===== src/video_pkg.sv =====
// ==================================================
// shared types, screen geometry, VRAM map and palette
// cell logic assumes CELL_W and CELL_H of 8
// ==================================================
`default_nettype none

package video_pkg;

    typedef logic [15:0] addr_t;     // VRAM word address
    typedef logic [15:0] word_t;     // VRAM data word
    typedef logic [11:0] color_t;    // 4:4:4 RGB

    // horizontal timing in pixels
    localparam int H_VISIBLE   = 64;
    localparam int H_TOTAL     = 80;
    localparam int HSYNC_START = 68;
    localparam int HSYNC_END   = 72;

    // vertical timing in lines
    localparam int V_VISIBLE   = 32;
    localparam int V_TOTAL     = 36;
    localparam int VSYNC_START = 33;
    localparam int VSYNC_END   = 34;

    // character cells
    localparam int CELL_W      = 8;
    localparam int CELL_H      = 8;
    localparam int COLS        = 8;
    localparam int ROWS        = 4;
    localparam int GLYPH_WORDS = CELL_H / 2;   // two glyph rows per font word

    // memory map
    localparam addr_t TILE_BASE = 16'h0000;
    localparam addr_t FONT_BASE = 16'hf000;

    // set bit = phase reserved for video fetch, all others go to the host
    localparam logic [7:0] HOST_SLOT_MASK = 8'b0000_0101;

    // fixed 16 colour table
    localparam color_t PALETTE [16] = '{
        12'h000, 12'h00a, 12'h0a0, 12'h0aa,
        12'ha00, 12'ha0a, 12'ha50, 12'haaa,
        12'h555, 12'h55f, 12'h5f5, 12'h5ff,
        12'hf55, 12'hf5f, 12'hff5, 12'hfff
    };

endpackage

`default_nettype wire

===== src/tile_fetch.sv =====
// ==================================================
// per cell: tile read at phase 0, font read at phase 2
// load pulses at phase 7 with glyph row and colours
// inactive cells hand on a blank glyph
// ==================================================
`default_nettype none
`timescale 1ns/1ps

module tile_fetch (
    input  wire logic             clk,
    input  wire logic             rst_n,
    input  wire logic [2:0]       cell_phase,
    input  wire logic [2:0]       fetch_col,
    input  wire logic [4:0]       fetch_line,
    input  wire logic             fetch_active,
    output logic                  vid_req,
    output video_pkg::addr_t      vid_addr,
    input  wire video_pkg::word_t vid_rdata,
    output logic                  load,
    output logic [7:0]            glyph,
    output logic [3:0]            fg_idx,
    output logic [3:0]            bg_idx
);
    import video_pkg::*;

    word_t      tile_q;       // fg, bg, char of the cell being fetched
    logic [2:0] cell_line;    // line within the glyph
    addr_t      tile_addr;
    addr_t      font_addr;

    assign cell_line = fetch_line[2:0];

    assign tile_addr = TILE_BASE
                     + addr_t'(fetch_line / CELL_H) * addr_t'(COLS)
                     + addr_t'(fetch_col);
    assign font_addr = FONT_BASE
                     + addr_t'(tile_q[7:0]) * addr_t'(GLYPH_WORDS)
                     + addr_t'(cell_line >> 1);

    always_comb begin
        vid_req  = 1'b0;
        vid_addr = tile_addr;
        if (fetch_active) begin
            if (cell_phase == 3'd0) begin
                vid_req = 1'b1;
            end else if (cell_phase == 3'd2) begin
                vid_req  = 1'b1;
                vid_addr = font_addr;
            end
        end
    end

    always_ff @(posedge clk or negedge rst_n) begin
        if (!rst_n) begin
            load <= 1'b0;
        end else begin
            load <= (cell_phase == 3'd6);   // high during phase 7
        end
    end

    // tile word arrives at phase 1, font word at phase 3
    always_ff @(posedge clk) begin
        if (cell_phase == 3'd1) begin
            tile_q <= fetch_active ? vid_rdata : '0;
        end
        if (cell_phase == 3'd3) begin
            if (!fetch_active) begin
                glyph <= 8'h00;
            end else if (cell_line[0]) begin
                glyph <= vid_rdata[7:0];    // odd row in low byte
            end else begin
                glyph <= vid_rdata[15:8];
            end
            fg_idx <= tile_q[15:12];
            bg_idx <= tile_q[11:8];
        end
    end

endmodule

`default_nettype wire


===== config.mk =====
export PLATFORM = sky130hd
export DESIGN_NAME = tile_fetch
export DESIGN_NICKNAME = d
export VERILOG_FILES = /design/src/video_pkg.sv /design/src/tile_fetch.sv
export SDC_FILE = /design/constraint.sdc
export NUM_CORES = 1
export LEC_CHECK = 0
export BUFFER_PORTS_ARGS = -buffer_cell sky130_fd_sc_hd__buf_2
export CAP_MARGIN = 20
export CELL_PAD_IN_SITES_DETAIL_PLACEMENT = 0
export CELL_PAD_IN_SITES_GLOBAL_PLACEMENT = 1
export CORE_MARGIN = 1
export CORE_UTILIZATION = 31
export DETAILED_ROUTE_END_ITERATION = 12
export GPL_TIMING_DRIVEN = 1
export PLACE_DENSITY_LB_ADDON = 0.15
export SETUP_SLACK_MARGIN = 0.1
export SLEW_MARGIN = 10
export SYNTH_ARGS = -nofsm -noshare
export SYNTH_HDL_FRONTEND = slang
export SYNTH_SLANG_ARGS = --single-unit

===== constraint.sdc =====
create_clock -name clk -period 2.3 [get_ports clk]
set_clock_uncertainty 0.1 [all_clocks]
set_input_delay 0.23 -clock clk [delete_from_list [all_inputs] [get_ports clk]]
set_output_delay 0.23 -clock clk [all_outputs]
set_load 0.01 [all_outputs]

-- Word-level counts from Yosys, hierarchy flattened
Index checks and enable logic that the tools add are counted.
- register bits after elaboration: 33
- input port bits: 30
- output and inout bits: 34
- $add $sub $neg: 3
- eq/ne operators: 4
- multiplexer cells: 7
- reductions and logical operators: 1
- operators by type and width (operator ; count):
    16-bit two-way mux ; 3
    14-bit by 3-bit adder with 15-bit output ; 1
    13-bit by 11-bit adder with 14-bit output, first input constant ; 1
    8-bit two-way mux ; 1
    5-bit by 3-bit adder with 6-bit output ; 1
    3-bit by 2-bit equality test with 1-bit output, second input constant ; 2
    3-bit by 1-bit equality test with 1-bit output, second input constant ; 1
    3-bit equality test, second input constant ; 1
    3-bit logical NOT ; 1
    1-bit two-way mux ; 3

-- Longest topological paths before layout
Gate-level depths: netlist of the first run.
- word-level depth: 5
- depth in mapped cells: 3
- depth with buffers taken out: 2

-- Least setup slack after synthesis of the first run
OpenSTA, ideal clock, no wires.
- path kind: input to register
- start: in cell_phase[2]
- end: reg tile_q[0], enable pin
- arrival: 1.483 ns
- required time: 1.787 ns
- setup slack: 0.304 ns
- cell stages on the path: 1
- path buffers: 0
- cell sequence: nor3b_1
- word-level cells in the longest chain between the ends: 1
- RTL lines (element ; line ; text):
    start, declared ; tile_fetch.sv:12 ; input wire logic [2:0] cell_phase,
    3-bit by 1-bit equality test with 1-bit output ; tile_fetch.sv:63 ; if (cell_phase == 3'd1) begin
    end signal, assigned ; tile_fetch.sv:64 ; tile_q <= fetch_active ? vid_rdata : '0;
    end, declared ; tile_fetch.sv:26 ; word_t tile_q;
No other way between the ends.
A chain may end at the register's enable or synchronous reset.

-- Final worst setup path of the first run
- start: in fetch_active
- end: out vid_addr[0]
- word-level cells in the longest chain between the ends: 1
- RTL lines (element ; line ; text):
    start, declared ; tile_fetch.sv:15 ; input wire logic fetch_active,
    16-bit two-way mux ; tile_fetch.sv:43 ; if (fetch_active) begin
    end, declared ; tile_fetch.sv:17 ; output video_pkg::addr_t vid_addr,
No other way between the ends.

==> results of run 1 <==
[per-layer routing]
metal	share of wire, %	GRT usage, %
met1	38	12.5
met2	51	18.9
met3	8.4	4.04
met4	2.3	7.33
met5	0	0
[cell families (layout without fill, tap and decap cells)]
logic type / Yosys count / after routing / share of synthesized area [%]
simple gates: 34 / 34 / 16.1
mux: 13 / 13 / 10.6
flops: 33 / 33 / 68.8
buf+inv: 9 / 72 / 4.28
other cells: 1 / 2 / 0.262
[worst min path at each step]
stage                             start          to  slack, ns  depth (start not counted)
after CTS                 vid_rdata[15]  tile_q[15]       0.14                          2
final                             rst_n        load       0.15                          2
after floorplan                   rst_n        load      -0.17                          0
after global routing      vid_rdata[14]  tile_q[14]       0.14                          2
after global placement            rst_n        load       -0.1                          1
after detailed placement          rst_n        load      -0.09                          1
[timing repair]
item | CTS | global route
setup endpoints to repair | 0 | 0
endpoints found under the hold margin | 1 | 0
setup buffers | 0 | 0
hold buffers | 1 | 0
[metrics by stage]
| step | hold WS, ns | util, % | setup WS, ns | cell area, µm² |
|---|---|---|---|---|
| finish | 0.147 | 42.4 | 0.535 | 1860 |
| global route | 0.144 | 42.4 | 0.413 | 1860 |
| CTS | 0.136 | 42.4 | 0.498 | 1860 |
| detailed placement | -0.0943 | 40.4 | 0.505 | 1770 |
| global placement | -0.0951 | 40.4 | 0.542 | 1770 |
| floorplan | -0.166 | - | 0.304 | 1440 |
[registers in the layout (all words and copies together) (netlist names)]
signal	flops
fg_idx	4
tile_q	16
glyph	8
load	1
bg_idx	4
[layout by cell type, fill, tap and decap left out, drive strengths merged]
cell          n
buf          64
edfxtp       32
and2         21
mux2i         8
nor2b         8
clkbuf        6
mux2          5
and3b         2
conb          2
nor3b         2
and4bb        1
clkinv        1
dlygate4sd3   1
dfrtp         1
[where the power goes]
| part | leakage, nW | switching (mW) | internal [mW] | total [mW] |
|---|---|---|---|---|
| clock | 0.0387 | 0.183 | 0.203 | 0.387 |
| combinational | 0.450 | 0.0584 | 0.0617 | 0.120 |
| sequential | 0.278 | 0.00496 | 0.686 | 0.691 |
| total | 0.767 | 0.247 | 0.952 | 1.20 |
[final cells by class]
class,instances,area share (%)
clock inverter,1,0.202
multi-input combinational,49,21.2
sequential,33,53.0
clock buffer,6,3.90
timing repair buffer,65,18.2
tap,52,3.50
==> metrics.yaml, run 1 <==
ys_seq_elements: 33
cts_buffers: 5
antenna_found_initial: 0
htree_levels: 2
antenna_cells: 0
firstDrtPassIters: 2
synth.most_common_cell: "edfxtp_1"
dieHeight_um: 70.0
drv_slew: 0
cp-end-kind: "output pin"
num_vias: 911
tns_ns: 0
cts_buffer_depth: 2
place.gp.congestion: 0.696
endpoint: "vid_addr[0]"
p_total_mw: 1.20
hold_viol: 0
root_buffer: "clkbuf_8"
worst_setup_path_start_kind: "input pin"
r2r-start: "tile_q[10]"
synth_edf_count: 32
yosysTopAreaCell: "edfxtp_1"
synth_area_leaders: "edfxtp_1 67%, and2_1 9.2%, mux2i_1 5.6%"
drc_errors: 0
synth.top_cell.area_share_pct: 67.1
cts-resized-gates: 0
async_flop_share_pct: 3.03
grt_usage_pct: 11.5
ir_drop_v: 0.000293
regToRegSetupSlack_ns: 1.57
syn2layout_area_growth_pct: 29.8
nFillCells: 441
period_share_pct: 76.7
fmax_mhz: 567
critical_path_class: "input pin to output pin"
maxCapViolCount: 0
finalCriticalPeriod_ns: 1.76
crit_required_ns: 1.97
cp_slowest_cell: "and4bb_4"
cp_num_cells: 4
dp_cells: 198
yosysSeqAreaShare_pct: 68.8
p_per_area_mw_per_mm2: 644
rsz0062_at_grt: "no"
reg2reg_to: "bg_idx[2]"
grt_pass1_wl_mm: 4.11
crit_path_max_incr_delay_ns: 0.43
cts.clk_slew.worst_paths_ns: 0.06
yosysWarnings: 0
wirelength_mm: 2.64
buffer_ports.inserted: 61
synthCells: 90
min_path_type: "input pin to async pin"
nets: 184
finalSetupViolCount: 0
rr_worst_depth: 0
synth_commonest_cells: "32 x edfxtp_1, 21 x and2_1, 8 x mux2i_1, 8 x nor2b_1, 5 x buf_4"
mappedNetlistArea_mm2: 0.00143
critPathMaxFanout: 26
multi_input_area_um2: 394
clock-sinks: 33
status: "finished, final reports clean"
die_w_um: 70.0
drtAntennaViolNets: 0
crit_top_cell: "buf_2"
drtIter0Drc: 34
synthFlopType: "edfxtp_1"
synth.avg_cell_area_um2: 15.9
path_delay_family: "buffers and inverters"
crit_chain: "buf_2 > and4bb_4 > mux2_1 > buf_2"
grt_pass1_vias: 876
gr-total-overflow: 0
arrival_ns: 1.43
worst-path-buf-inv: 2
wire_per_inst_um: 12.8
dieArea_mm2: 0.00490
num_io_pins: 64
yosysUniqueCellTypes: 15
grt_max_degree: 27
cts_tree: "done"
register_area_um2: 986
clk-insertion-delay-late_ns: 0.27
stdcell_count: 206
coreArea_mm2: 0.00438
p_leak_nw: 0.767
vias_per_cell: 4.42
layout-drive-gt1-share_pct: 48.7
row_count: 24
crit_start: "fetch_active"
initial_core_util_pct: 32.7
Power figures use the tool's default switching activity.
==> inputs of run 2 (changes only) <==
--- a/config.mk
+++ b/config.mk
@@ -5,6 +5,7 @@
 export SDC_FILE = /design/constraint.sdc
 export NUM_CORES = 1
 export LEC_CHECK = 0
+export ABC_AREA = 1
 export BUFFER_PORTS_ARGS = -buffer_cell sky130_fd_sc_hd__buf_2
 export CAP_MARGIN = 20
 export CELL_PAD_IN_SITES_DETAIL_PLACEMENT = 0
==> constraint.sdc (replaced) <==
create_clock -name clk -period 1.5 [get_ports clk]
set_clock_uncertainty 0.1 [all_clocks]
set_input_delay 0.15 -clock clk [delete_from_list [all_inputs] [get_ports clk]]
set_output_delay 0.15 -clock clk [all_outputs]
set_load 0.01 [all_outputs]
==> run 2 against run 1 <==
Effect of this change:
- critical path depth rose by 2
- largest cell class unchanged
- highest routed layer unchanged
- final cell count rose by 23%
- routed wire length rose by 11%
==> metrics.yaml, run 2 <==
synthAdderAreaFrac_pct: 0  # unchanged
grt_pass1_vias: 1057  # was 876
synthFlopType: "edfxtp_1"  # unchanged
place.gp.congestion: 0.709  # was 0.696
cts_tree: "done"  # unchanged
async_flop_share_pct: 3.03  # unchanged
synth-simple-area-share_pct: 17.4  # was 16.1%
cts_buffers: 5  # unchanged
synth_edf_count: 32  # unchanged
cp-end-kind: "output pin"  # unchanged
finalSetupViolCount: 0  # unchanged
p_per_area_mw_per_mm2: 1070  # was 644 mW/mm²
largest_register_ffs: 16  # unchanged
drtIter0Drc: 48  # was 34
rsz0062_at_grt: "no"  # unchanged
num_vias: 1097  # was 911
reg2reg_to: "bg_idx[2]"  # unchanged
synth.most_common_cell: "nand2_1"  # was edfxtp_1
arrival_ns: 1.00  # was 1.43 ns
dp_slack_ns: 0.238  # was 0.505 ns
firstDrtPassIters: 4  # was 2
rr_worst_depth: 0  # unchanged
wirelength_mm: 2.93  # was 2.64 mm
synth.area.mux_share_pct: 0  # was 10.6%
synth_area_leaders: "edfxtp_1 66%, nand2_1 11%, inv_1 6.5%"  # was edfxtp_1 67%, and2_1 9.2%, mux2i_1 5.6%
r2r-start: "tile_q[10]"  # unchanged
buffer_ports.inserted: 61  # unchanged
die_w_um: 70.3  # was 70.0 µm
synth_top_family_by_area: "simple AND/OR/NAND/NOR gates"  # unchanged
dp_cells: 245  # was 198
drtAntennaViolNets: 0  # unchanged
dieHeight_um: 70.3  # was 70.0 µm
p_leak_nw: 0.957  # was 0.767 nW
root_buffer: "clkbuf_8"  # unchanged
clk-insertion-delay-late_ns: 0.28  # was 0.27 ns
htree_levels: 2  # unchanged
finalCriticalPeriod_ns: 1.25
period_share_pct: 83.3
hpwlAfterDp_mm: 2.20
hold_viol: 0  # unchanged
initial_core_util_pct: 32.8  # was 32.7%
yosysTopAreaCell: "edfxtp_1"  # unchanged
vias_per_cell: 4.32  # was 4.42
yosysUniqueCellTypes: 15  # unchanged
cts.clk_slew.worst_paths_ns: 0.06  # about the same
drv_slew: 0  # unchanged
fmax_mhz: 800
stdcell_count: 254  # was 206
ir_drop_v: 0.000453  # was 0.000293 V
critPathMaxFanout: 11  # was 26
setup_ws_ns: 0.250  # was 0.535 ns
dieArea_mm2: 0.00495  # was 0.00490 mm²
ys_seq_elements: 33  # unchanged
layout_commonest_cell: "buf_2"  # unchanged
synth_commonest_cells: "43 x nand2_1, 32 x edfxtp_1, 25 x inv_1"  # was 32 x edfxtp_1, 21 x and2_1, 8 x mux2i_1, 8 x nor2b_1, 5 x buf_4
grt_pass1_wl_mm: 4.66  # was 4.11 mm
synthCells: 137  # was 90
regToRegSetupSlack_ns: 0.78  # was 1.57 ns
min_path_type: "input pin to flop"  # was input pin to async pin
yosys.area_share.xor_xnor_pct: 0  # unchanged
clock-sinks: 33  # unchanged
syn2layout_area_growth_pct: 33.9  # was 29.8%
num_io_pins: 64  # unchanged
crit_start: "cell_phase[2]"  # was fetch_active
synth.top_cell.area_share_pct: 66.4  # was 67.1%
crit_required_ns: 1.25  # was 1.97 ns
synth-compound-area-share_pct: 2.77  # was 0%
most-common-layout-cells: "61 x buf_2, 43 x nand2_1, 32 x edfxtp_1"  # was 61 x buf_2, 32 x edfxtp_1, 21 x and2_1
coreArea_mm2: 0.00441  # was 0.00438 mm²
grt_usage_pct: 12.7  # was 11.5%
endpoint: "vid_addr[2]"  # was vid_addr[0]
maxCapViolCount: 0  # unchanged
tns_ns: 0  # unchanged
drc_errors: 0  # unchanged
layout-drive-gt1-share_pct: 38.1  # was 48.7%
biggestRegsByFlops: "tile_q: 16 flops, glyph: 8 flops"  # unchanged
yosysSeqAreaShare_pct: 68.1  # was 68.8%
antenna_cells: 0  # unchanged
critical_path_class: "input pin to output pin"  # unchanged
grt_max_degree: 17  # was 27
wire_per_inst_um: 11.5  # was 12.8 µm
worst_setup_path_start_kind: "input pin"  # unchanged
antenna_found_initial: 0  # unchanged
hold_ws_ns: 0.0397  # was 0.147 ns
status: "finished, final reports clean"  # unchanged
yosysWarnings: 0  # unchanged
cts_buffer_depth: 2  # unchanged
nets: 231  # was 184
mappedNetlistArea_mm2: 0.00145  # was 0.00143 mm²
gr-total-overflow: 0  # unchanged
synth.avg_cell_area_um2: 10.6  # was 15.9 µm²
top_register: "tile_q"  # unchanged
cts_setup_buffers: 0  # unchanged
row_count: 24  # unchanged
==> run 2: final cells by class <==
type / count / area (µm²)
flip-flops and latches: 33 / 986
well taps: 52 / 65.1
multi-input cells: 69 / 322
repair buffers: 66 / 358
clock inverters: 3 / 41.3
clock buffers: 5 / 68.8
fillers: 443 / 2480
inverters: 26 / 97.6
==> run 2: critical path, cell delays in order <==
cell,delay [ns]
buf_2,0.16
nor2_4,0.18
nand3_2,0.21
nand2_1,0.12
nand2_1,0.05
buf_2,0.13
==> run 2: layer usage <==
layer | routed length (µm) | GRT usage (%)
met5 | 0 | 0
met1 | 1220 | 14.5
met2 | 1470 | 20.8
met4 | 18 | 4.67
met3 | 224 | 5.48
==> run 2: worst min path at each step <==
stage	from	slack, ns	cells past startpoint	end
floorplan	rst_n	-0.25	0	load
global placement	rst_n	-0.17	1	load
detailed placement	rst_n	-0.17	1	load
CTS	vid_rdata[13]	0.03	3	tile_q[13]
global route	vid_rdata[9]	0.03	3	tile_q[9]
finish	vid_rdata[8]	0.04	3	tile_q[8]
==> run 2: through the flow <==
stage	power [mW]	instance area [µm²]	util, %
after detailed placement	1.29	1820	41.2
after floorplan	1.19	1470	-
after global placement	1.28	1820	41.2
after CTS	2.10	1940	43.9
after global routing	2.17	1940	43.9
final	2.07	1940	43.9
==> run 2: where the power goes <==
part / total (mW) / switching (mW) / leakage (nW) / internal, mW
Combinational: 0.204 / 0.121 / 0.628 / 0.0825
Sequential: 1.06 / 0.00809 / 0.277 / 1.05
Clock: 0.808 / 0.320 / 0.0518 / 0.488
Total: 2.07 / 0.449 / 0.957 / 1.62
==> run 2: kinds of logic after synthesis <==
group / after synthesis
AO/OA/AOI/OAI: 8
buffers and inverters: 36
flip-flops: 33
other: 1
AND/OR/NAND/NOR: 59
==> run 2: what timing repair did <==
| item | CTS | global route |
|---|---|---|
| hold buffers | 1 | 0 |
| hold endpoints to repair | 1 | 0 |
| gates resized for setup | 0 | 0 |
==> inputs of run 3 (changes only) <==
--- a/config.mk
+++ b/config.mk
@@ -5,7 +5,7 @@
 export SDC_FILE = /design/constraint.sdc
 export NUM_CORES = 1
 export LEC_CHECK = 0
-export ABC_AREA = 1
+export ABC_AREA = 0
 export BUFFER_PORTS_ARGS = -buffer_cell sky130_fd_sc_hd__buf_2
 export CAP_MARGIN = 20
 export CELL_PAD_IN_SITES_DETAIL_PLACEMENT = 0
==> constraint.sdc (replaced) <==
create_clock -name clk -period 1.2 [get_ports clk]
set_clock_uncertainty 0.1 [all_clocks]
set_input_delay 0.12 -clock clk [delete_from_list [all_inputs] [get_ports clk]]
set_output_delay 0.12 -clock clk [all_outputs]
set_load 0.01 [all_outputs]
==> run 3 against run 2 <==
Effect of this change:
- the flow now finishes with violations (negative setup slack)
- total power is 26% higher
- clock power is 23% higher
- global-route usage is 0.81 points higher
- sequential cell count stayed put
- first-iteration DRC count is 29% higher
- highest routed layer unchanged
==> metrics.yaml, run 3 (synthesis results as in run 1) <==
power.switching_fraction_pct: 19.9  # was 21.7%
p_total_mw: 2.62  # was 2.07 mW
biggestRegsByFlops: "tile_q: 16 flops, glyph: 8 flops"  # unchanged
top_register: "tile_q"  # unchanged
wirelength_mm: 2.95  # was 2.93 mm
reg2reg_to: "bg_idx[1]"  # was bg_idx[2]
ir_drop_v: 0.000664  # was 0.000453 V
die_w_um: 70.0  # was 70.3 µm
worst_setup_path_start_kind: "input pin"  # unchanged
rsz0062_at_grt: "yes"  # was no
grt_usage_pct: 13.5  # was 12.7%
violations: "negative setup slack"
p_int_mw: 2.10  # was 1.62 mW
initial_core_util_pct: 32.7  # was 32.8%
power.switching_mw: 0.522  # was 0.449 mW
clk-insertion-delay-late_ns: 0.28  # about the same
num_vias: 948  # was 1097
hold_ws_ns: 0.0363  # was 0.0397 ns
grt_max_degree: 26  # was 17
drtIter0Drc: 62  # was 48
hold_viol: 0  # unchanged
syn2layout_area_growth_pct: 46.1  # was 33.9%
crit_required_ns: 0.98  # was 1.25 ns
stdcell_count: 214  # was 254
critPathMaxFanout: 5  # was 11
clock-sinks: 33  # unchanged
power_frac_comb_pct: 11.4  # was 9.8%
arrival_ns: 1.09  # was 1.00 ns
status: "finished, violations left"  # was finished, final reports clean
drc_errors: 0  # unchanged
most-common-layout-cells: "50 x buf_2, 32 x edfxtp_1, 17 x and2_1"  # was 61 x buf_2, 43 x nand2_1, 32 x edfxtp_1
nets: 191  # was 231
buffer_ports.inserted: 61  # unchanged
p_seq_share_pct: 50.6  # was 51.2%
crit_start: "cell_phase[0]"  # was cell_phase[2]
setup_ws_ns: -0.110  # was 0.250 ns
pwr-share-clk_pct: 38.0  # was 39.0%
htree_levels: 2  # unchanged
grt_pass1_vias: 964  # was 1057
antenna_cells: 0  # unchanged
p_per_area_mw_per_mm2: 1250  # was 1070 mW/mm²
dp_slack_ns: -0.178  # was 0.238 ns
cts_buffers: 5  # unchanged
gr-total-overflow: 0  # unchanged
coreArea_mm2: 0.00438  # was 0.00441 mm²
finalSetupViolCount: 7  # was 0
dieArea_mm2: 0.00490  # was 0.00495 mm²
dieHeight_um: 70.0  # was 70.3 µm
dp_cells: 203  # was 245
nFillCells: 389  # was 443
row_count: 24  # unchanged
firstDrtPassIters: 4  # unchanged
placed_cell_area_mm2: 0.00186  # was 0.00182 mm²
place.gp.congestion: 0.680  # was 0.709
cts_tree: "done"  # unchanged
finalCriticalPeriod_ns: 1.31
endpoint: "vid_addr[4]"  # was vid_addr[2]
r2r-start: "tile_q[9]"  # was tile_q[10]
maxCapViolCount: 0  # unchanged
fmax_mhz: 763
drv_slew: 0  # unchanged
rr_worst_depth: 0  # unchanged
num_io_pins: 64  # unchanged
crit_chain: "buf_8 > and4bb_4 > mux2_4 > buf_6"  # was buf_2 > nor2_4 > nand3_2 > nand2_1 > nand2_1 > buf_2
cp-end-kind: "output pin"  # unchanged
min_path_type: "input pin to async pin"  # was input pin to flop
wire_per_inst_um: 13.8  # was 11.5 µm
cp_slowest_cell: "and4bb_4"  # was nand3_2
layout-drive-gt1-share_pct: 54.9  # was 38.1%
grt_pass1_wl_mm: 4.82  # was 4.66 mm
root_buffer: "clkbuf_8"  # unchanged
critical_path_class: "input pin to output pin"  # unchanged
vias_per_cell: 4.43  # was 4.32
drtAntennaViolNets: 0  # unchanged
largest_register_ffs: 16  # unchanged
crit_path_max_incr_delay_ns: 0.42  # was 0.21 ns
p_leak_nw: 0.858  # was 0.957 nW
period_share_pct: 109
antenna_found_initial: 0  # unchanged
layout_commonest_cell: "buf_2"  # unchanged
hpwlAfterDp_mm: 1.96  # was 2.20 mm
cts.clk_slew.worst_paths_ns: 0.06  # about the same
final_design_area_no_fill_mm2: 0.00209  # was 0.00194 mm²
regToRegSetupSlack_ns: 0.48  # was 0.78 ns
cts_buffer_depth: 2  # unchanged
==> run 3: changes by cell type in the layout (fill, tap and decap cells not counted), sizes merged, moves of 2 or more <==
cell    before  now
nand2       43    0
inv         26    0
and2         0   21
a21oi        8    0
mux2i        0    8
nor2b        0    8
nor2         7    0
buf         65   70
mux2         0    5
nand4        5    0
nor3         3    0
and3b        0    2
and4bb       0    2
nor3b        0    2
==> run 3: per-stage QoR <==
step / setup TNS (ns) / util, %
4_1_cts: -0.596 / 46.5
6_report: -0.622 / 47.7
5_1_grt: -0.820 / 47.7
3_5_place_dp: -1.01 / 42.3
2_1_floorplan: 0 / -
3_3_place_gp: -0.893 / 42.3
==> run 3: metal layers <==
layer  global-route usage, %  part of all wire (%)
met5                       0                     0
met4                    4.67                   1.0
met3                    5.19                   6.1
met2                    23.1                    54
met1                    15.3                    39
==> run 3: area by class of cell <==
class / count / area (µm²) / share of cell area (%)
Timing Repair Buffer: 71 / 504 / 24.1
Clock inverter: 2 / 33.8 / 1.61
Multi-Input combinational cell: 50 / 432 / 20.6
Clock buffer: 6 / 72.6 / 3.47
Tap cell: 52 / 65.1 / 3.11
Sequential cell: 33 / 986 / 47.1
==> run 3: worst min-delay path by stage <==
stage,endpoint,cells after the start,slack (ns),from
floorplan,load,0,-0.28,rst_n
global placement,load,1,-0.20,rst_n
detailed placement,load,1,-0.20,rst_n
CTS,tile_q[3],2,0.03,vid_rdata[3]
global route,tile_q[3],2,0.03,vid_rdata[3]
finish,load,2,0.04,rst_n
==> run 3: worst max-delay path: cells and delay by family <==
family                 cells  cell delay [ns]
and+or+nand+nor            1             0.42
muxes                      1             0.32
buffers and inverters      2             0.22
==> run 3: power by group through the flow <==
stage               Sequential (mW)  Clock [mW]  Combinational [mW]
global placement               1.35           0               0.255
global route                   1.33        1.09               0.327
detailed placement             1.35           0               0.261
finish                         1.32       0.996               0.299
CTS                            1.32        1.03               0.293
floorplan                      1.36           0               0.122
==> run 3: timing repair <==
action	4_1_cts	5_1_grt
setup endpoints to repair	13	11
hold buffers	1	0
resized for setup	12	11
endpoints found under the hold margin	1	0
buffers inserted	0	1
pin swaps	1	4
cloned	1	0
